[src/verilog/eyeriss_macros.svh]
`ifndef EYERISS_MACROS_SVH
`define EYERISS_MACROS_SVH

// Array size.
`define EYE_HEIGHT 3
`define EYE_WIDTH  4

// Signed ifm and weight width.
`define EYE_IWIDTH 8

// Filter taps per row and scratchpad depth.
`define EYE_IDEPTH 3

// Tap index width.
`define EYE_IDXW ($clog2(`EYE_IDEPTH))

// Signed accumulator and partial sum width.
`define EYE_OWIDTH 24

`endif

[src/verilog/eyeriss_pkg.sv]
`default_nettype none

`include "eyeriss_macros.svh"

package eyeriss_pkg;

    // Travels right along a row by one PE per cycle.
    typedef struct packed {
        logic                          en;       // Valid ifm.
        logic                          clr;      // Clears accumulator and tap index.
        logic                          mac_done; // Accumulator to hold register.
        logic [`EYE_IDXW-1:0]          idx;      // Tap index from the border PE.
        logic signed [`EYE_IWIDTH-1:0] ifm;
    } row_bus_t;

    // Travels down a column by one PE per cycle.
    typedef struct packed {
        logic                          en;   // Shifts wght into the scratchpad.
        logic                          clr;  // Zeroes the scratchpad.
        logic signed [`EYE_IWIDTH-1:0] wght;
    } col_bus_t;

    // Travels up a column by one PE per cycle.
    typedef struct packed {
        logic                          en;   // Valid partial sum.
        logic                          clr;  // Clears hold registers on the way.
        logic signed [`EYE_OWIDTH-1:0] ofm;
    } psum_bus_t;

endpackage

`default_nettype wire

[src/verilog/pe_inner.sv]
`timescale 1ns/1ns
`default_nettype none

`include "eyeriss_macros.svh"

module pe_inner import eyeriss_pkg::*; (
    input  logic      clk,
    input  logic      arst_n_i,
    input  row_bus_t  row_i,
    input  col_bus_t  col_i,
    input  psum_bus_t psum_i,
    output row_bus_t  row_o,
    output col_bus_t  col_o,
    output psum_bus_t psum_o
);

    // Tap index arrives with the data from the left neighbour.
    pe_mac u_pe_mac (
        .clk      (clk),
        .arst_n_i (arst_n_i),
        .row_i    (row_i),
        .col_i    (col_i),
        .psum_i   (psum_i),
        .row_o    (row_o),
        .col_o    (col_o),
        .psum_o   (psum_o)
    );

endmodule

`default_nettype wire

[src/verilog/pe_mac.sv]
`timescale 1ns/1ns
`default_nettype none

`include "eyeriss_macros.svh"

module pe_mac import eyeriss_pkg::*; (
    input  logic      clk,
    input  logic      arst_n_i,
    input  row_bus_t  row_i,
    input  col_bus_t  col_i,
    input  psum_bus_t psum_i,
    output row_bus_t  row_o,
    output col_bus_t  col_o,
    output psum_bus_t psum_o
);

    logic signed [`EYE_IWIDTH-1:0]   spad_q [`EYE_IDEPTH];
    logic signed [`EYE_OWIDTH-1:0]   acc_q;
    logic signed [`EYE_OWIDTH-1:0]   hold_q;
    logic signed [2*`EYE_IWIDTH-1:0] prod;
    logic signed [`EYE_OWIDTH-1:0]   acc_sum;

    assign prod = row_i.ifm * spad_q[row_i.idx];

    // Accumulator including this cycle's product.
    always_comb begin
        acc_sum = acc_q;
        if (row_i.en) begin
            acc_sum = acc_q + prod;
        end
    end

    // Weight scratchpad. The first weight sent ends up in entry 0.
    always_ff @(posedge clk or negedge arst_n_i) begin
        if (!arst_n_i) begin
            for (int k = 0; k < `EYE_IDEPTH; k++) begin
                spad_q[k] <= '0;
            end
        end else if (col_i.clr) begin
            for (int k = 0; k < `EYE_IDEPTH; k++) begin
                spad_q[k] <= '0;
            end
        end else if (col_i.en) begin
            for (int k = 0; k < `EYE_IDEPTH - 1; k++) begin
                spad_q[k] <= spad_q[k+1];
            end
            spad_q[`EYE_IDEPTH-1] <= col_i.wght;
        end
    end

    always_ff @(posedge clk or negedge arst_n_i) begin
        if (!arst_n_i) begin
            acc_q <= '0;
        end else if (row_i.clr || row_i.mac_done) begin
            acc_q <= '0;                      // Next window starts from zero.
        end else if (row_i.en) begin
            acc_q <= acc_sum;
        end
    end

    always_ff @(posedge clk or negedge arst_n_i) begin
        if (!arst_n_i) begin
            hold_q <= '0;
        end else if (row_i.mac_done) begin
            hold_q <= acc_sum;
        end else if (psum_i.clr) begin
            hold_q <= '0;                     // Old value already went into the sum.
        end
    end

    // Forwarding registers towards the neighbours.
    always_ff @(posedge clk or negedge arst_n_i) begin
        if (!arst_n_i) begin
            row_o  <= '0;
            col_o  <= '0;
            psum_o <= '0;
        end else begin
            row_o      <= row_i;
            col_o      <= col_i;
            psum_o.en  <= psum_i.en;
            psum_o.clr <= psum_i.clr;
            if (psum_i.en) begin
                psum_o.ofm <= psum_i.ofm + hold_q;
            end else begin
                psum_o.ofm <= '0;
            end
        end
    end

    a_row_en_clr: assert property (@(posedge clk) disable iff (!arst_n_i)
        !(row_i.en && row_i.clr));

    a_col_en_clr: assert property (@(posedge clk) disable iff (!arst_n_i)
        !(col_i.en && col_i.clr));

    a_idx_range: assert property (@(posedge clk) disable iff (!arst_n_i)
        row_i.en |-> (row_i.idx < `EYE_IDEPTH));

endmodule

`default_nettype wire
[config.mk]
export PLATFORM = sky130hd
export DESIGN_NAME = pe_inner
export DESIGN_NICKNAME = d
export VERILOG_FILES = /design/src/verilog/eyeriss_pkg.sv /design/src/verilog/pe_inner.sv /design/src/verilog/pe_mac.sv
export VERILOG_INCLUDE_DIRS = /design/src /design/src/verilog
export SDC_FILE = /design/constraint.sdc
export NUM_CORES = 1
export LEC_CHECK = 0
export BUFFER_PORTS_ARGS = -buffer_cell sky130_fd_sc_hd__buf_2
export CORE_MARGIN = 2
export CORE_UTILIZATION = 55
export CTS_CLUSTER_SIZE = 12
export DETAILED_ROUTE_END_ITERATION = 10
export PLACE_DENSITY = 0.85
export SLEW_MARGIN = 20
export SYNTH_ARGS = -nofsm -noshare
export SYNTH_HDL_FRONTEND = slang
export SYNTH_SLANG_ARGS = --single-unit
[constraint.sdc]
create_clock -name clk -period 8.6 [get_ports clk]
set_clock_uncertainty 0.15 [all_clocks]
set_input_delay 1.72 -clock clk [delete_from_list [all_inputs] [get_ports clk]]
set_output_delay 1.72 -clock clk [all_outputs]
set_load 0.05 [all_outputs]
==> results.toml <==
[status]
status = "finished, final reports clean"

[cts]
cts.clk_slew.worst_paths_ns = 0.06
cts_setup_buffers = 0
cts_max_path_buffers = 2
cts_buffers = 17
cts_resized = 0
hold_buffers = 0
cts_root_buf = "clkbuf_16"
clkLatencyLatePin_ns = 0.41
cts_num_sinks = 121
h-tree-depth = 4
cts_tree = "built"

[floorplan]
die_width_um = 136
ios = 100
rows = 48
dieArea_um2 = 18500
initial_core_util_pct = 55.8
die_h_um = 136
coreArea_um2 = 17100

[worst_setup_path]
reg2regPathDepth = 18
critical_path_arrival_ns = 7.83
path_max_fanout = 11
startpoint_type = "primary input"
critPathKind = "primary input to register"
cp.required_ns = 8.79
cp-end-kind = "register"

[timing]
worstMarginPinSlew_ns = 0.790
rsz0062_at_grt = "false"
clock.fmax_mhz = 131
maxSlewHeadroom_pct = 46.8
holdWs_ns = 0.343
finalHoldViolCount = 0
min_period_over_period_pct = 88.9
finalMaxSlewViolations = 0
setup-violations-final = 0
finalCriticalPeriod_ns = 7.64
fin_setup_tns_ns = 0

[place]
dp_hpwl_um = 15100
port_buffers = 99
gp_congestion = 0.820

[detailed_routing]
vias = 6826
routed_wl_um = 19900
avgViaCountPerCell = 5.50
dr.pass1.iters = 4
drc = 0
ant_nets = 0
routedWlPerCell_um = 16.0
drt_iter0_markers = 386

[yosys]
yosysMostFrequentCell = "dfrtp_1"
synth_cells = 902
ys_ff_latch = 121
syn_nets = 1135
avgSynthCellArea_um2 = 10.6
yosysTopAreaCell = "dfrtp_1"
ys_top_cells_by_count = "dfrtp_1, inv_1, fa_1"
synth_ff_type = "dfrtp_1"
seq_area_frac_synth_pct = 31.7
synth_edf_count = 0
ys_types = 55
yosysWarnings = 0
synth_top_area_share_pct = 31.7
syn_area_um2 = 9560
synth_area_leaders = "dfrtp_1, fa_1, ha_1, inv_1, mux2i_1"
async_flop_share_pct = 100

[grt]
first_global_vias = 7194
grt_max_degree = 80
grt_usage_pct = 23.4
grt.overflow.total = 0
grt_antenna_before_repair = 0
grt_pass1_wl_um = 33900

[power]
power_leakage_nw = 5.79
ir_drop_v = 0.000134
p_per_area_nw_per_um2 = 175

[cells_and_area]
area_delta_synth_final_pct = 13.8
drive_above_1_share_pct = 15.4
n_antenna_cell = 0
nets = 1235

[min_path]
hold_class = "register to register"
hold_depth = 2

[job]
drv_cap = 0
-- final timing paths --
| path | startpoint | end | slack [ns] |
|---|---|---|---|
| min | u_pe_mac.hold_q[10] | u_pe_mac.hold_q[10] | 0.34 |
| min in group asynchronous | arst_n_i | u_pe_mac.row_o[6] | 1.15 |
| max in group asynchronous | arst_n_i | u_pe_mac.hold_q[21] | 6.05 |
| min reg2reg | u_pe_mac.hold_q[10] | u_pe_mac.hold_q[10] | 0.34 |
| max reg2reg | u_pe_mac.spad_q[2] | u_pe_mac.acc_q[22] | 2.13 |
| max | row_i[9] | u_pe_mac.acc_q[22] | 0.96 |
-- where the power goes --
part           switching, mW  internal (mW)  leakage, nW  total [mW]
combinational          0.345          0.197         3.92       0.542
sequential            0.0239          0.615         1.59       0.639
clock                  0.277          0.444        0.283       0.720
total                  0.646           1.26         5.79        1.90
-- cell families after synthesis --
group                      synth area share, %
DFF                                       31.7
muxes                                     5.22
AOI/OAI and AO/OA                         11.0
adders and majority gates                 32.1
buffers and inverters                     5.43
xor gates and xnor gates                  3.76
and+or+nand+nor                           10.8
-- state kept, by name (all words and copies together) (netlist names) --
name and flops:
u_pe_mac.psum_o 26, u_pe_mac.acc_q 24, u_pe_mac.hold_q 24, u_pe_mac.spad_q 24
u_pe_mac.row_o 13, u_pe_mac.col_o 10
-- placed cells by master, fill, tap and decap left out, types with 5 or more instances in the layout --
| master | n |
|---|---|
| a211oi_1 | 8 |
| dfrtp_1 | 121 |
| xor2_1 | 14 |
| mux2i_1 | 36 |
| nor2_1 | 73 |
| o21bai_1 | 6 |
| o21ai_0 | 28 |
| and2_1 | 55 |
| a21oi_1 | 36 |
| o21a_1 | 5 |
| buf_2 | 98 |
| mux2_2 | 9 |
| a22o_1 | 18 |
| a31oi_1 | 5 |
| fa_1 | 105 |
| xnor2_1 | 27 |
| inv_1 | 110 |
| nand2_1 | 53 |
| clkbuf_16 | 17 |
| buf_4 | 7 |
| o21ai_1 | 8 |
| nand3_1 | 13 |
| a21o_1 | 16 |
| ha_1 | 77 |
-- layout make-up --
cell class / instances / area, um^2
sequential: 121 / 3030
inverter: 110 / 413
multi-input combinational: 646 / 6010
timing repair buffer: 106 / 554
clock inverter: 13 / 140
fill: 1332 / 6230
tap: 225 / 282
clock buffer: 19 / 453
-- through the flow --
step	instances	setup WS, ns	instance area, um^2	util (%)	power (mW)
floorplan	902	0.382	9560	-	1.05
global placement	1208	0.873	10300	60.1	1.17
detailed placement	1208	0.576	10300	60.1	1.19
CTS	1240	0.956	10900	63.6	1.92
global route	1240	0.499	10900	63.6	2.00
finish	1240	0.956	10900	63.6	1.90
-- routing by layer --
layer  track usage [%]  vias up  share of wire (%)
met5                 0        -                  0
met4              9.03        0                2.7
met3              4.21       45                3.1
met2              40.5      142                 53
met1              29.2     3442                 41
li1                  -     3197                  -
-- critical path: stages --
cell and delay, ns:
buf_2 0.26, mux2i_1 0.11, o21ai_0 0.63, nand2_1 0.32
fa_1 0.78, fa_1 0.51, inv_1 0.29, fa_1 0.49
fa_1 0.44, ha_1 0.29, ha_1 0.35, a21oi_1 0.15
o21ai_0 0.10, a31oi_1 0.15, a21bo_2 0.26, a31o_2 0.27
a21oi_1 0.17, mux2_1 0.33, a31oi_1 0.18
Note: power is estimated with default switching activity, not from simulation.
