--- src/verilog/eyeriss_macros.svh ---
`ifndef EYERISS_MACROS_SVH
`define EYERISS_MACROS_SVH

// Array size.
`define EYE_HEIGHT 3
`define EYE_WIDTH  4

// Signed ifm and weight width.
`define EYE_IWIDTH 8

// Filter taps per row and scratchpad depth.
`define EYE_IDEPTH 3

// Tap index width.
`define EYE_IDXW ($clog2(`EYE_IDEPTH))

// Signed accumulator and partial sum width.
`define EYE_OWIDTH 24

`endif

--- src/verilog/eyeriss_pkg.sv ---
`default_nettype none

`include "eyeriss_macros.svh"

package eyeriss_pkg;

    // Travels right along a row by one PE per cycle.
    typedef struct packed {
        logic                          en;       // Valid ifm.
        logic                          clr;      // Clears accumulator and tap index.
        logic                          mac_done; // Accumulator to hold register.
        logic [`EYE_IDXW-1:0]          idx;      // Tap index from the border PE.
        logic signed [`EYE_IWIDTH-1:0] ifm;
    } row_bus_t;

    // Travels down a column by one PE per cycle.
    typedef struct packed {
        logic                          en;   // Shifts wght into the scratchpad.
        logic                          clr;  // Zeroes the scratchpad.
        logic signed [`EYE_IWIDTH-1:0] wght;
    } col_bus_t;

    // Travels up a column by one PE per cycle.
    typedef struct packed {
        logic                          en;   // Valid partial sum.
        logic                          clr;  // Clears hold registers on the way.
        logic signed [`EYE_OWIDTH-1:0] ofm;
    } psum_bus_t;

endpackage

`default_nettype wire

--- src/verilog/pe_border.sv ---
`timescale 1ns/1ns
`default_nettype none

`include "eyeriss_macros.svh"

module pe_border import eyeriss_pkg::*; (
    input  logic      clk,
    input  logic      arst_n_i,
    input  row_bus_t  row_i,
    input  col_bus_t  col_i,
    input  psum_bus_t psum_i,
    output row_bus_t  row_o,
    output col_bus_t  col_o,
    output psum_bus_t psum_o
);

    logic [`EYE_IDXW-1:0] idx_q;
    row_bus_t             row_idx;

    // Tap counter for the whole row.
    always_ff @(posedge clk or negedge arst_n_i) begin
        if (!arst_n_i) begin
            idx_q <= '0;
        end else if (row_i.clr) begin
            idx_q <= '0;
        end else if (row_i.en) begin
            idx_q <= (idx_q == `EYE_IDEPTH - 1) ? '0 : idx_q + 1'b1;
        end
    end

    always_comb begin
        row_idx     = row_i;
        row_idx.idx = idx_q;                  // Incoming idx is ignored.
    end

    pe_mac u_pe_mac (
        .clk      (clk),
        .arst_n_i (arst_n_i),
        .row_i    (row_idx),
        .col_i    (col_i),
        .psum_i   (psum_i),
        .row_o    (row_o),
        .col_o    (col_o),
        .psum_o   (psum_o)
    );

    a_idx_max: assert property (@(posedge clk) disable iff (!arst_n_i)
        idx_q <= `EYE_IDEPTH - 1);

endmodule

`default_nettype wire

--- src/verilog/pe_mac.sv ---
`timescale 1ns/1ns
`default_nettype none

`include "eyeriss_macros.svh"

module pe_mac import eyeriss_pkg::*; (
    input  logic      clk,
    input  logic      arst_n_i,
    input  row_bus_t  row_i,
    input  col_bus_t  col_i,
    input  psum_bus_t psum_i,
    output row_bus_t  row_o,
    output col_bus_t  col_o,
    output psum_bus_t psum_o
);

    logic signed [`EYE_IWIDTH-1:0]   spad_q [`EYE_IDEPTH];
    logic signed [`EYE_OWIDTH-1:0]   acc_q;
    logic signed [`EYE_OWIDTH-1:0]   hold_q;
    logic signed [2*`EYE_IWIDTH-1:0] prod;
    logic signed [`EYE_OWIDTH-1:0]   acc_sum;

    assign prod = row_i.ifm * spad_q[row_i.idx];

    // Accumulator including this cycle's product.
    always_comb begin
        acc_sum = acc_q;
        if (row_i.en) begin
            acc_sum = acc_q + prod;
        end
    end

    // Weight scratchpad. The first weight sent ends up in entry 0.
    always_ff @(posedge clk or negedge arst_n_i) begin
        if (!arst_n_i) begin
            for (int k = 0; k < `EYE_IDEPTH; k++) begin
                spad_q[k] <= '0;
            end
        end else if (col_i.clr) begin
            for (int k = 0; k < `EYE_IDEPTH; k++) begin
                spad_q[k] <= '0;
            end
        end else if (col_i.en) begin
            for (int k = 0; k < `EYE_IDEPTH - 1; k++) begin
                spad_q[k] <= spad_q[k+1];
            end
            spad_q[`EYE_IDEPTH-1] <= col_i.wght;
        end
    end

    always_ff @(posedge clk or negedge arst_n_i) begin
        if (!arst_n_i) begin
            acc_q <= '0;
        end else if (row_i.clr || row_i.mac_done) begin
            acc_q <= '0;                      // Next window starts from zero.
        end else if (row_i.en) begin
            acc_q <= acc_sum;
        end
    end

    always_ff @(posedge clk or negedge arst_n_i) begin
        if (!arst_n_i) begin
            hold_q <= '0;
        end else if (row_i.mac_done) begin
            hold_q <= acc_sum;
        end else if (psum_i.clr) begin
            hold_q <= '0;                     // Old value already went into the sum.
        end
    end

    // Forwarding registers towards the neighbours.
    always_ff @(posedge clk or negedge arst_n_i) begin
        if (!arst_n_i) begin
            row_o  <= '0;
            col_o  <= '0;
            psum_o <= '0;
        end else begin
            row_o      <= row_i;
            col_o      <= col_i;
            psum_o.en  <= psum_i.en;
            psum_o.clr <= psum_i.clr;
            if (psum_i.en) begin
                psum_o.ofm <= psum_i.ofm + hold_q;
            end else begin
                psum_o.ofm <= '0;
            end
        end
    end

    a_row_en_clr: assert property (@(posedge clk) disable iff (!arst_n_i)
        !(row_i.en && row_i.clr));

    a_col_en_clr: assert property (@(posedge clk) disable iff (!arst_n_i)
        !(col_i.en && col_i.clr));

    a_idx_range: assert property (@(posedge clk) disable iff (!arst_n_i)
        row_i.en |-> (row_i.idx < `EYE_IDEPTH));

endmodule

`default_nettype wire
--- config.mk ---
export PLATFORM = sky130hd
export DESIGN_NAME = pe_border
export DESIGN_NICKNAME = d
export VERILOG_FILES = /design/src/verilog/eyeriss_pkg.sv /design/src/verilog/pe_border.sv /design/src/verilog/pe_mac.sv
export VERILOG_INCLUDE_DIRS = /design/src /design/src/verilog
export SDC_FILE = /design/constraint.sdc
export NUM_CORES = 1
export LEC_CHECK = 0
export ABC_AREA = 1
export BUFFER_PORTS_ARGS = -buffer_cell sky130_fd_sc_hd__clkbuf_2
export CAP_MARGIN = 10
export CORE_MARGIN = 10
export CORE_UTILIZATION = 50
export DETAILED_ROUTE_END_ITERATION = 8
export GPL_ROUTABILITY_DRIVEN = 0
export PLACE_DENSITY = 0.82
export SLEW_MARGIN = 20
export SYNTH_ARGS = -nofsm -noshare
export SYNTH_HDL_FRONTEND = slang
export SYNTH_HIERARCHICAL = 1
export SYNTH_SLANG_ARGS = --single-unit
--- constraint.sdc ---
create_clock -name clk -period 5.9 [get_ports clk]
set_input_delay 0.885 -clock clk [delete_from_list [all_inputs] [get_ports clk]]
set_output_delay 0.885 -clock clk [all_outputs]
set_load 0.005 [all_outputs]
==> impl_metrics.py, run 1 <==
metrics = {
    "status": {
        "status": "complete, no violations",
    },
    "die": {
        "die_width_um": 162,
        "start_util_pct": 51.3,
        "fp.coreArea_sq_um": 19700,
        "die_h_um": 162,
        "rows": 51,
        "design.die.area_sq_um": 26300,
        "ios": 100,
    },
    "setup_path": {
        "critPathKind": "flop to flop",
        "crit_chain": "clkinvlp_4, clkbuf_2, o21ai_0, o21ai_1, inv_2, nor2_1, ha_1, inv_1, fa_1, clkinvlp_4, buf_12, fa_1, fa_1, ha_1, ha_1, nand2_1, nor2_1, and2_1, nand4_1, nand4_1, nand3_1, nand3_1, nand2_1",
        "worst-path-stages": 23,
        "path_buf_inv": 6,
        "start_kind": "flop",
        "crit_slowest_cell": "fa_1",
        "setup.worst_path.end_class": "flop",
        "cp_max_fo": 8,
        "reg2reg_depth": 23,
        "max_stage_delay_ns": 0.56,
        "critPathRequiredTime_ns": 6.21,
        "path_delay_family": "adder cells",
        "arrival_ns": 6.02,
    },
    "drt": {
        "avgRoutedWirePerCell_um": 15.6,
        "first_pass_iters": 7,
        "initialDrtViolationCount": 589,
        "antenna_left": 0,
        "drt_drc_violations_left": 0,
        "wl_um": 24400,
        "vias_per_cell": 5.30,
        "vias": 8278,
    },
    "power_and_ir_drop": {
        "power.share.clock_pct": 21.4,
        "p_seq_share_pct": 21.4,
        "ir_drop_mv": 0.300,
        "leakage_nw": 6.15,
        "internal_power_mw": 2.81,
        "p_sw_mw": 2.28,
        "combPwrFrac_pct": 57.2,
        "total_power_mw": 5.09,
        "p_sw_share_pct": 44.8,
        "power_density_nw_per_um2": 436,
    },
    "cells_and_area": {
        "final_cell_mix": "205 x nand2_1, 185 x inv_1, 122 x dfrtp_1",
        "syn2layout_area_growth_pct": 15.7,
        "antenna_cells": 0,
        "fin_cells": 1563,
        "layout.nets": 1518,
        "drive_gt1_share_pct": 16.3,
        "final_common_cell": "nand2_1",
        "nFillCells": 1680,
        "finalCoreUtilization_pct": 59.4,
    },
    "global_routing": {
        "antenna_found_initial": 0,
        "grt_pass1_vias": 8399,
        "track_usage_pct": 18.5,
        "grt_max_degree": 75,
        "grt.overflow.total": 0,
        "grt_pass1_wl_um": 40200,
    },
    "placed_design": {
        "place_ws_ns": 0.187,
        "dp_cells": 1520,
        "hpwl_um": 18900,
        "io_buffer_count": 97,
    },
    "synthesis": {
        "synth_nets": 1403,
        "syn-cell-area_sq_um": 10100,
        "yosys_warnings": 6,
        "ys_ff_latch": 123,
        "syn_avg_cell_area_sq_um": 8.63,
        "ys.flop_type": "dfrtp_1",
        "synth.distinct_cells": 42,
        "syn_inst": 1170,
        "async_flop_share_pct": 100,
        "synth_edf_count": 0,
        "ys_seq_area_share_pct": 30.5,
    },
    "clocking": {
        "cts-htree-levels": 4,
        "cts_tree": "yes",
        "clk_latency_ns": 0.42,
        "clkSinkCount": 123,
        "cts_made_buffers": 17,
        "clk_pin_slew_ns": 0.06,
        "root_buffer": "clkbuf_16",
        "clock_path_buffers": 2,
        "hold_buffers": 0,
    },
    "timing": {
        "tightest_slew_ns": 0.917,
        "setup_viol": 0,
        "fin_skew_ns": 0.00780,
        "relSlewSlack_pct": 38.8,
        "fin_ws_ns": 0.196,
        "fmax_mhz": 175,
        "fin_crit_ns": 5.70,
        "hold_viol_final": 0,
        "slew_violations": 0,
        "post-route-period-util_pct": 96.7,
    },
    "run": {
        "maxCapViolations": 0,
    },
    "min_path": {
        "hold_path_depth": 0,
        "hold_class": "flop to flop",
    },
}
what timing repair did:
| item | in CTS | in global routing |
|---|---|---|
| setup endpoints to repair | 0 | 14 |
| setup buffers | 0 | 11 |
| gates resized for setup | 0 | 23 |
area by class of cell:
| cell class | count | area [sq um] | share of cell area (%) |
|---|---|---|---|
| Clock buffer | 18 | 429 | 3.68 |
| Clock inverter | 14 | 185 | 1.59 |
| Inverter | 203 | 773 | 6.62 |
| Multi-Input combinational cell | 824 | 6210 | 53.2 |
| Sequential cell | 123 | 3080 | 26.4 |
| Tap cell | 265 | 332 | 2.84 |
| Timing Repair Buffer | 116 | 666 | 5.70 |
cell families (layout without fill, tap and decap cells):
kind of cell | after synthesis | in the layout | synth area share [%]
compound gates | 188 | 188 | 10.4
xor+xnor | 20 | 20 | 1.74
fa+ha+maj | 182 | 182 | 30.4
buf+inv | 223 | 351 | 8.39
flops | 123 | 123 | 30.5
mux | 1 | 1 | 0.0992
simple gates | 433 | 433 | 18.5
through the flow:
step	hold slack (ns)	area, sq um	TNS (ns)
after floorplan	0.414	10100	0
after global placement	0.475	10900	0
after detailed placement	0.480	10900	0
after CTS	0.495	11500	0
after global routing	0.484	11700	-1.03
final	0.480	11700	0
flip-flops by register name (all words and copies together), names as in the netlist:
register,flops
u_pe_mac/acc_q,24
u_pe_mac/hold_q,24
u_pe_mac/spad_q,24
idx_q,2
u_pe_mac/psum_o,26
u_pe_mac/col_o,10
u_pe_mac/row_o,13
cells in the mapped netlist (all sizes together) (2+ instances only):
library cell | instances | area share [%]
o21ai | 83 | 4.2
o22ai | 17 | 1.1
fa | 105 | 21
and2 | 4 | 0.25
clkinv | 4 | 0.15
o21bai | 8 | 0.63
inv | 199 | 7.4
nand4 | 14 | 0.87
o211ai | 4 | 0.30
a21o | 4 | 0.30
or2 | 12 | 0.74
o21a | 7 | 0.52
clkbuf | 11 | 0.41
nand2b | 2 | 0.12
ha | 77 | 9.5
nor2 | 126 | 5.0
dfrtp | 123 | 30
xor2 | 6 | 0.52
nand2 | 211 | 8.0
nor3 | 5 | 0.35
nand3 | 57 | 3.0
a21oi | 62 | 3.2
xnor2 | 14 | 1.2
buf | 9 | 0.43
power by group through the flow:
| stage | sequential, mW | clock [mW] | combinational [mW] |
|---|---|---|---|
| 2_1_floorplan | 1.08 | 0 | 2.11 |
| 3_3_place_gp | 1.10 | 0 | 2.69 |
| 3_5_place_dp | 1.10 | 0 | 2.79 |
| 4_1_cts | 1.09 | 1.10 | 2.83 |
| 5_1_grt | 1.10 | 1.15 | 3.31 |
| 6_report | 1.09 | 1.09 | 2.91 |
routing by layer:
layer | wire length (um) | vias up | GRT usage, %
met1 | 9990 | 4016 | 22.9
li1 | - | 3939 | -
met4 | 607 | 0 | 6.24
met5 | 0 | - | 0
met2 | 12400 | 273 | 31.7
met3 | 1410 | 50 | 3.49
path summary, 6_finish.rpt:
| path | endpoint | from | slack [ns] |
|---|---|---|---|
| setup / recovery | u_pe_mac/hold_q[22]$_DFFE_PN0P_ | idx_q[0]$_DFFE_PN0P_ | 0.20 |
| hold / removal | u_pe_mac/row_o[8]$_DFF_PN0_ | idx_q[0]$_DFFE_PN0P_ | 0.48 |
| max in group asynchronous | u_pe_mac/acc_q[15]$_DFFE_PN0P_ | arst_n_i | 4.12 |
| setup reg to reg | u_pe_mac/hold_q[22]$_DFFE_PN0P_ | idx_q[0]$_DFFE_PN0P_ | 0.20 |
| min in group asynchronous | u_pe_mac/psum_o[2]$_DFF_PN0_ | arst_n_i | 0.60 |
| hold reg to reg | u_pe_mac/row_o[8]$_DFF_PN0_ | idx_q[0]$_DFFE_PN0P_ | 0.48 |
No activity file was read; power rests on OpenSTA's default activity.
==> run 2, diff against run 1 <==
--- a/config.mk
+++ b/config.mk
@@ -17,5 +17,4 @@
 export SLEW_MARGIN = 20
 export SYNTH_ARGS = -nofsm -noshare
 export SYNTH_HDL_FRONTEND = slang
-export SYNTH_HIERARCHICAL = 1
 export SYNTH_SLANG_ARGS = --single-unit
==> run 2 against run 1 <==
Total power fell by 45%. Die area increased by 2.0%. Clock-buffer cell count did not move. Clock skew is 0.0010 ns higher. Final area grew 1.1%. Core utilization shrank 1.3 points. Sequential power down 13%. Cell count up 3.9%. Sequential share of layout area decreased by 0.29 points. Sequential cell count unchanged. Critical path type unchanged. Largest cell class unchanged. Highest routed layer unchanged.
==> impl_metrics.py, run 2 <==
metrics = {
    "synthesis": {
        "syn_inst": 1236,
        "synth_most_common_cell": "nand2_1",
        "synth_top_area_share_pct": 29.8,
        "synth_adder_area_share_pct": 29.7,
        "syn-cell-area_sq_um": 10300,
        "synth_compound_gate_area_share_pct": 9.49,
        "ys_ff_latch": 123,
        "synth_common_cells": "269 x nand2_1, 232 x inv_1, 123 x dfrtp_1, 105 x fa_1, 90 x nor2_1",
        "synth_area_leaders": "dfrtp_1 30%, fa_1 20%, nand2_1 9.8%",
        "synth.distinct_cells": 42,
        "synthXorXnorAreaFrac_pct": 1.27,
        "synth-simple-area-share_pct": 19.9,
        "synth_nets": 1469,
        "synth.area.mux_share_pct": 0.194,
        "async_flop_share_pct": 100,
        "synth_top_area_cell": "dfrtp_1",
        "yosys_warnings": 0,
        "synth_edf_count": 0,
        "synth_top_family_by_area": "adder cells",
        "syn_avg_cell_area_sq_um": 8.35,
        "ys.flop_type": "dfrtp_1",
        "ys_seq_area_share_pct": 29.8,
    },
    "die": {
        "die_h_um": 164,
        "ios": 100,
        "design.die.area_sq_um": 26800,
        "die_width_um": 164,
        "rows": 52,
        "start_util_pct": 50.8,
        "fp.coreArea_sq_um": 20300,
    },
    "drt": {
        "wl_um": 25500,
        "antenna_left": 0,
        "first_pass_iters": 6,
        "vias": 8634,
        "initialDrtViolationCount": 645,
        "avgRoutedWirePerCell_um": 15.7,
        "vias_per_cell": 5.32,
        "drt_drc_violations_left": 0,
    },
    "timing": {
        "fmax_mhz": 181,
        "rsz0062_at_grt": "false",
        "finalSetupTns_ns": 0,
        "fin_skew_ns": 0.00880,
        "slew_violations": 0,
        "setup_viol": 0,
        "relSlewSlack_pct": 44.3,
        "fin_crit_ns": 5.54,
        "hold_viol_final": 0,
        "post-route-period-util_pct": 93.8,
        "tightest_slew_ns": 0.834,
    },
    "power_and_ir_drop": {
        "p_seq_share_pct": 34.0,
        "internal_power_mw": 1.83,
        "leakage_nw": 6.71,
        "p_sw_mw": 0.946,
        "power.share.clock_pct": 39.3,
        "p_sw_share_pct": 34.0,
        "ir_drop_mv": 0.259,
        "combPwrFrac_pct": 26.6,
        "power_density_nw_per_um2": 236,
    },
    "setup_path": {
        "setup.worst_path.end_class": "flop",
        "arrival_ns": 5.81,
        "critPathKind": "flop to flop",
        "start_kind": "flop",
        "critPathRequiredTime_ns": 6.17,
        "r2r_slack_ns": 0.36,
        "cp_max_fo": 9,
    },
    "cells_and_area": {
        "fin_cells": 1624,
        "largest_reg_flops": 26,
        "syn2layout_area_growth_pct": 14.3,
        "antenna_cells": 0,
        "largest-register": "u_pe_mac.psum_o",
        "layout.nets": 1574,
        "drive_gt1_share_pct": 14.2,
        "final_common_cell": "nand2_1",
        "final_cell_mix": "269 x nand2_1, 229 x inv_1, 123 x dfrtp_1",
        "nFillCells": 1754,
    },
    "clocking": {
        "cts_tree": "yes",
        "clk_pin_slew_ns": 0.06,
        "ctsResizeCount": 0,
        "cts-htree-levels": 4,
        "clk_latency_ns": 0.43,
        "postCtsSetupBuffers": 0,
        "hold_buffers": 0,
        "clkSinkCount": 123,
        "root_buffer": "clkbuf_16",
        "clock_path_buffers": 2,
        "cts_made_buffers": 17,
    },
    "placed_design": {
        "dp_cells": 1592,
        "hpwl_um": 20200,
        "io_buffer_count": 97,
    },
    "global_routing": {
        "antenna_found_initial": 0,
        "track_usage_pct": 19.8,
        "grt_pass1_wl_um": 43000,
        "grt_max_degree": 68,
        "grt_pass1_vias": 8887,
        "grt.overflow.total": 0,
    },
    "status": {
        "status": "complete, no violations",
    },
    "min_path": {
        "hold_class": "flop to flop",
    },
    "run": {
        "maxCapViolations": 0,
    },
}
run 2: final cells by class:
class | instances | area [sq um] | share of cell area, %
Multi-Input combinational cell | 850 | 6260 | 53.1
Sequential cell | 123 | 3080 | 26.1
Inverter | 237 | 893 | 7.57
Timing Repair Buffer | 112 | 617 | 5.23
Clock buffer | 18 | 439 | 3.72
Tap cell | 270 | 338 | 2.86
Clock inverter | 14 | 171 | 1.45
run 2: power by group through the flow:
stage	Combinational (mW)	Clock [mW]	Sequential, mW
after global routing	0.841	1.14	0.953
final	0.741	1.09	0.947
after global placement	0.702	0	0.960
after CTS	0.737	1.10	0.946
after detailed placement	0.726	0	0.961
after floorplan	0.496	0	0.957
run 2: critical path: stages (launching register included):
cell      delay [ns]
dfrtp_1         0.44
inv_1           0.06
nor2_1          0.11
inv_2           0.11
o221ai_1        0.44
buf_4           0.26
nand2_1         0.07
fa_1            0.47
fa_1            0.55
inv_1           0.05
fa_1            0.47
fa_1            0.51
fa_1            0.41
ha_1            0.35
nand2_1         0.16
nor2_2          0.08
a21oi_2         0.24
inv_1           0.09
nand3_1         0.11
nand2_1         0.06
nand2_1         0.05
nand3_1         0.10
nand2_1         0.12
nor2_1          0.04
run 2: kinds of logic (layout without fill, tap and decap cells):
logic type,after synthesis,count (layout)
xor gates and xnor gates,15,15
and+or+nand+nor,482,482
adders and majority gates,182,182
DFF,123,123
muxes,2,2
buffers and inverters,263,381
AOI/OAI and AO/OA,169,169
run 2: through the flow:
step | setup WS (ns) | cell area (sq um) | utilization [%] | total power, mW | hold slack [ns]
floorplan | 0.505 | 10300 | - | 1.45 | 0.409
global placement | 0.395 | 11200 | 55.0 | 1.66 | 0.436
detailed placement | 0.254 | 11200 | 55.0 | 1.69 | 0.436
CTS | 0.212 | 11800 | 58.0 | 2.78 | 0.457
global route | 0.00953 | 11800 | 58.1 | 2.93 | 0.484
finish | 0.363 | 11800 | 58.1 | 2.78 | 0.452
run 2: worst paths after layout:
check / startpoint / end / depth (start not counted)
setup / recovery: idx_q[0]$_DFFE_PN0P_ / u_pe_mac.acc_q[19]$_DFFE_PN0P_ / 23
hold reg to reg: idx_q[1]$_DFFE_PN0P_ / u_pe_mac.row_o[9]$_DFF_PN0_ / 0
max in group asynchronous: arst_n_i / u_pe_mac.row_o[4]$_DFF_PN0_ / 2
setup reg to reg: idx_q[0]$_DFFE_PN0P_ / u_pe_mac.acc_q[19]$_DFFE_PN0P_ / 23
min in group asynchronous: arst_n_i / idx_q[0]$_DFFE_PN0P_ / 1
hold / removal: idx_q[1]$_DFFE_PN0P_ / u_pe_mac.row_o[9]$_DFF_PN0_ / 0
run 2: routing by layer:
layer | vias to the layer above | routed length (um) | global-route usage (%) | share of wire, %
li1 | 4094 | - | - | -
met1 | 4166 | 10300 | 24.2 | 40
met2 | 322 | 13100 | 34.7 | 51
met3 | 52 | 1490 | 3.50 | 5.8
met4 | 0 | 639 | 6.54 | 2.5
met5 | - | 0 | 0 | 0
==> run 3, diff against run 2 <==
--- a/config.mk
+++ b/config.mk
@@ -6,7 +6,6 @@
 export SDC_FILE = /design/constraint.sdc
 export NUM_CORES = 1
 export LEC_CHECK = 0
-export ABC_AREA = 1
 export BUFFER_PORTS_ARGS = -buffer_cell sky130_fd_sc_hd__clkbuf_2
 export CAP_MARGIN = 10
 export CORE_MARGIN = 10
==> run 3 against run 2 <==
Worst hold slack gained 0.046 ns. Sequential power shrank 1%. Non-clock buffer count grew 42. Combinational power shrank 17%. Clock skew grew 0.0072 ns. Critical path depth grew 3. Critical endpoint is now u_pe_mac.hold_q[22]$_DFFE_PN0P_. Largest power group unchanged.
==> impl_metrics.py, run 3 <==
metrics = {
    "clocking": {
        "cts_tree": "yes",
        "cts_made_buffers": 17,
        "cts-htree-levels": 4,
        "clock_path_buffers": 2,
        "clk_pin_slew_ns": 0.07,
        "hold_buffers": 0,
        "root_buffer": "clkbuf_16",
        "clkSinkCount": 123,
        "clk_latency_ns": 0.43,
    },
    "setup_path": {
        "path_delay_family": "adder cells",
        "cp_max_fo": 5,
        "cp_common_cell": "inv_1",
        "path_buf_inv": 7,
        "critPathRequiredTime_ns": 6.21,
        "start_kind": "flop",
        "setup.worst_path.end_class": "flop",
        "arrival_ns": 6.02,
        "critPathKind": "flop to flop",
        "max_stage_delay_ns": 0.50,
        "crit_slowest_cell": "fa_1",
    },
    "die": {
        "start_util_pct": 51.2,
        "design.die.area_sq_um": 25300,
        "ios": 100,
        "fp.coreArea_sq_um": 18900,
        "die_width_um": 159,
        "rows": 50,
        "die_h_um": 159,
    },
    "drt": {
        "antenna_left": 0,
        "drt_drc_violations_left": 0,
        "vias_per_cell": 5.32,
        "wl_um": 21900,
        "vias": 7123,
        "avgRoutedWirePerCell_um": 16.4,
        "initialDrtViolationCount": 376,
        "first_pass_iters": 6,
    },
    "cells_and_area": {
        "fin_cells": 1340,
        "largest_reg_flops": 26,
        "antenna_cells": 0,
        "finalCoreUtilization_pct": 61.0,
        "layout.nets": 1300,
        "final_cell_mix": "122 x dfrtp_1, 105 x inv_1, 100 x fa_1",
        "final_common_cell": "dfrtp_1",
        "syn2layout_area_growth_pct": 19.1,
        "drive_gt1_share_pct": 20.5,
        "largest-register": "u_pe_mac.psum_o",
    },
    "timing": {
        "tightest_slew_ns": 1.08,
        "setup_viol": 0,
        "fmax_mhz": 175,
        "slew_violations": 0,
        "fin_crit_ns": 5.71,
        "fin_skew_ns": 0.0160,
        "fin_ws_ns": 0.185,
        "finalSetupTns_ns": 0,
        "post-route-period-util_pct": 96.9,
        "hold_viol_final": 0,
        "relSlewSlack_pct": 27.7,
    },
    "status": {
        "status": "complete, no violations",
    },
    "global_routing": {
        "grt_busiest_layer": "met2",
        "met2_usage_pct": 30.3,
        "grt_pass1_vias": 7568,
        "grt_max_degree": 68,
        "track_usage_pct": 17.4,
        "use_met1_pct": 21.0,
        "grt_util_met3_pct": 4.03,
        "antenna_found_initial": 0,
        "grt_pass1_wl_um": 36800,
        "grt.overflow.total": 0,
    },
    "run": {
        "maxCapViolations": 0,
    },
    "synthesis": {
        "synth_area_leaders": "dfrtp_1 32%, fa_1 22%, ha_1 10%",
        "synth_nets": 1148,
        "synthXorXnorAreaFrac_pct": 3.89,
        "synth_common_cells": "123 x dfrtp_1, 105 x fa_1, 105 x inv_1, 77 x ha_1, 68 x and2_1",
        "synth_edf_count": 0,
        "syn_avg_cell_area_sq_um": 10.6,
        "ys_seq_area_share_pct": 31.8,
        "synth.distinct_cells": 49,
        "synth-simple-area-share_pct": 12.0,
        "synth_adder_area_share_pct": 31.7,
        "async_flop_share_pct": 100,
        "synth_top_area_cell": "dfrtp_1",
        "syn_inst": 915,
        "yosys_warnings": 0,
        "syn-cell-area_sq_um": 9680,
        "synth_top_area_share_pct": 31.8,
        "ys_ff_latch": 123,
        "synth_top_family_by_area": "adder cells",
        "ys.flop_type": "dfrtp_1",
        "synth_compound_gate_area_share_pct": 10.4,
        "synth.area.mux_share_pct": 5.36,
        "synth_most_common_cell": "dfrtp_1",
    },
    "power_and_ir_drop": {
        "combPwrFrac_pct": 24.0,
        "internal_power_mw": 1.77,
        "p_sw_mw": 0.795,
        "power_density_nw_per_um2": 223,
        "power.share.clock_pct": 39.6,
        "p_sw_share_pct": 31.0,
        "ir_drop_mv": 0.179,
        "p_seq_share_pct": 36.4,
        "total_power_mw": 2.57,
        "leakage_nw": 6.22,
    },
    "placed_design": {
        "dp_cells": 1297,
        "place_ws_ns": 0.0589,
        "hpwl_um": 16600,
        "io_buffer_count": 97,
    },
    "min_path": {
        "hold_class": "flop to flop",
    },
}
run 3: changes by cell type in the layout (fill, tap and decap cells not counted), moves of 25 or more:
cell / previous run / this run
nand2_1: 269 / 63
inv_1: 229 / 105
and2_1: 1 / 64
nand3_1: 67 / 10
mux2i_1: 2 / 44
buf_4: 14 / 54
o21ai_0: 68 / 31
nor2_1: 89 / 64
run 3: power groups by stage:
stage	clock, mW	sequential (mW)	combinational, mW
CTS	1.03	0.933	0.606
finish	1.02	0.934	0.615
detailed placement	0	0.948	0.597
global placement	0	0.946	0.573
global route	1.07	0.939	0.692
floorplan	0	0.944	0.387
run 3: final cells by class:
cell class | count | area (sq um)
tap | 260 | 325
clock inverter | 14 | 138
inverter | 105 | 394
multi-input combinational | 666 | 6220
fill | 1547 | 7370
clock buffer | 18 | 429
timing repair buffer | 154 | 940
sequential | 123 | 3080
run 3: logic make-up (layout without fill, tap and decap cells):
family	after synthesis	after routing
compound gates	152	152
xor+xnor	43	43
fa+ha+maj	182	182
buf+inv	126	291
flops	123	123
mux	51	51
simple gates	238	238
run 3: final timing paths:
check                      slack, ns                       startpoint  depth (start not counted)                               to
max in group asynchronous       4.09                         arst_n_i                          2             idx_q[1]$_DFFE_PN0P_
hold / removal                  0.50  u_pe_mac.hold_q[18]$_DFFE_PN0P_                          2  u_pe_mac.hold_q[18]$_DFFE_PN0P_
setup / recovery                0.19             idx_q[1]$_DFFE_PN0P_                         26  u_pe_mac.hold_q[22]$_DFFE_PN0P_
setup reg to reg                0.19             idx_q[1]$_DFFE_PN0P_                         26  u_pe_mac.hold_q[22]$_DFFE_PN0P_
hold reg to reg                 0.50  u_pe_mac.hold_q[18]$_DFFE_PN0P_                          2  u_pe_mac.hold_q[18]$_DFFE_PN0P_
min in group asynchronous       0.56                         arst_n_i                          1   u_pe_mac.hold_q[1]$_DFFE_PN0P_
run 3: through the flow:
step	hold slack, ns	area, sq um
after floorplan	0.365	9680
after global placement	0.471	10800
after detailed placement	0.482	10800
after CTS	0.497	11300
after global routing	0.534	11500
final	0.499	11500
run 3: what timing repair did:
action | 4_1_cts | 5_1_grt
resized for setup | 0 | 26
buffers inserted | 0 | 12
hold endpoints to repair | 0 | 0
endpoints found under the setup margin | 0 | 18
run 3: metal layers:
layer | vias to the layer above | part of all wire [%]
met4 | 0 | 1.5
li1 | 3338 | -
met1 | 3581 | 41
met2 | 177 | 53
met3 | 27 | 4.1
met5 | - | 0
run 3: worst reg2reg max path, cell delays in order (launching register included):
cell      delay (ns)
dfrtp_2         0.45
nor2b_2         0.14
buf_4           0.14
nand2_1         0.05
o21ai_1         0.09
buf_4           0.17
buf_4           0.14
nand2_1         0.07
fa_1            0.51
inv_1           0.05
fa_1            0.45
ha_1            0.28
inv_1           0.05
fa_1            0.47
inv_1           0.04
ha_1            0.27
ha_2            0.19
inv_1           0.07
fa_2            0.40
nor2b_2         0.15
o211ai_1        0.17
a21oi_2         0.23
o211ai_1        0.19
a21oi_2         0.26
a21oi_1         0.10
o21bai_1        0.16
a221o_1         0.32
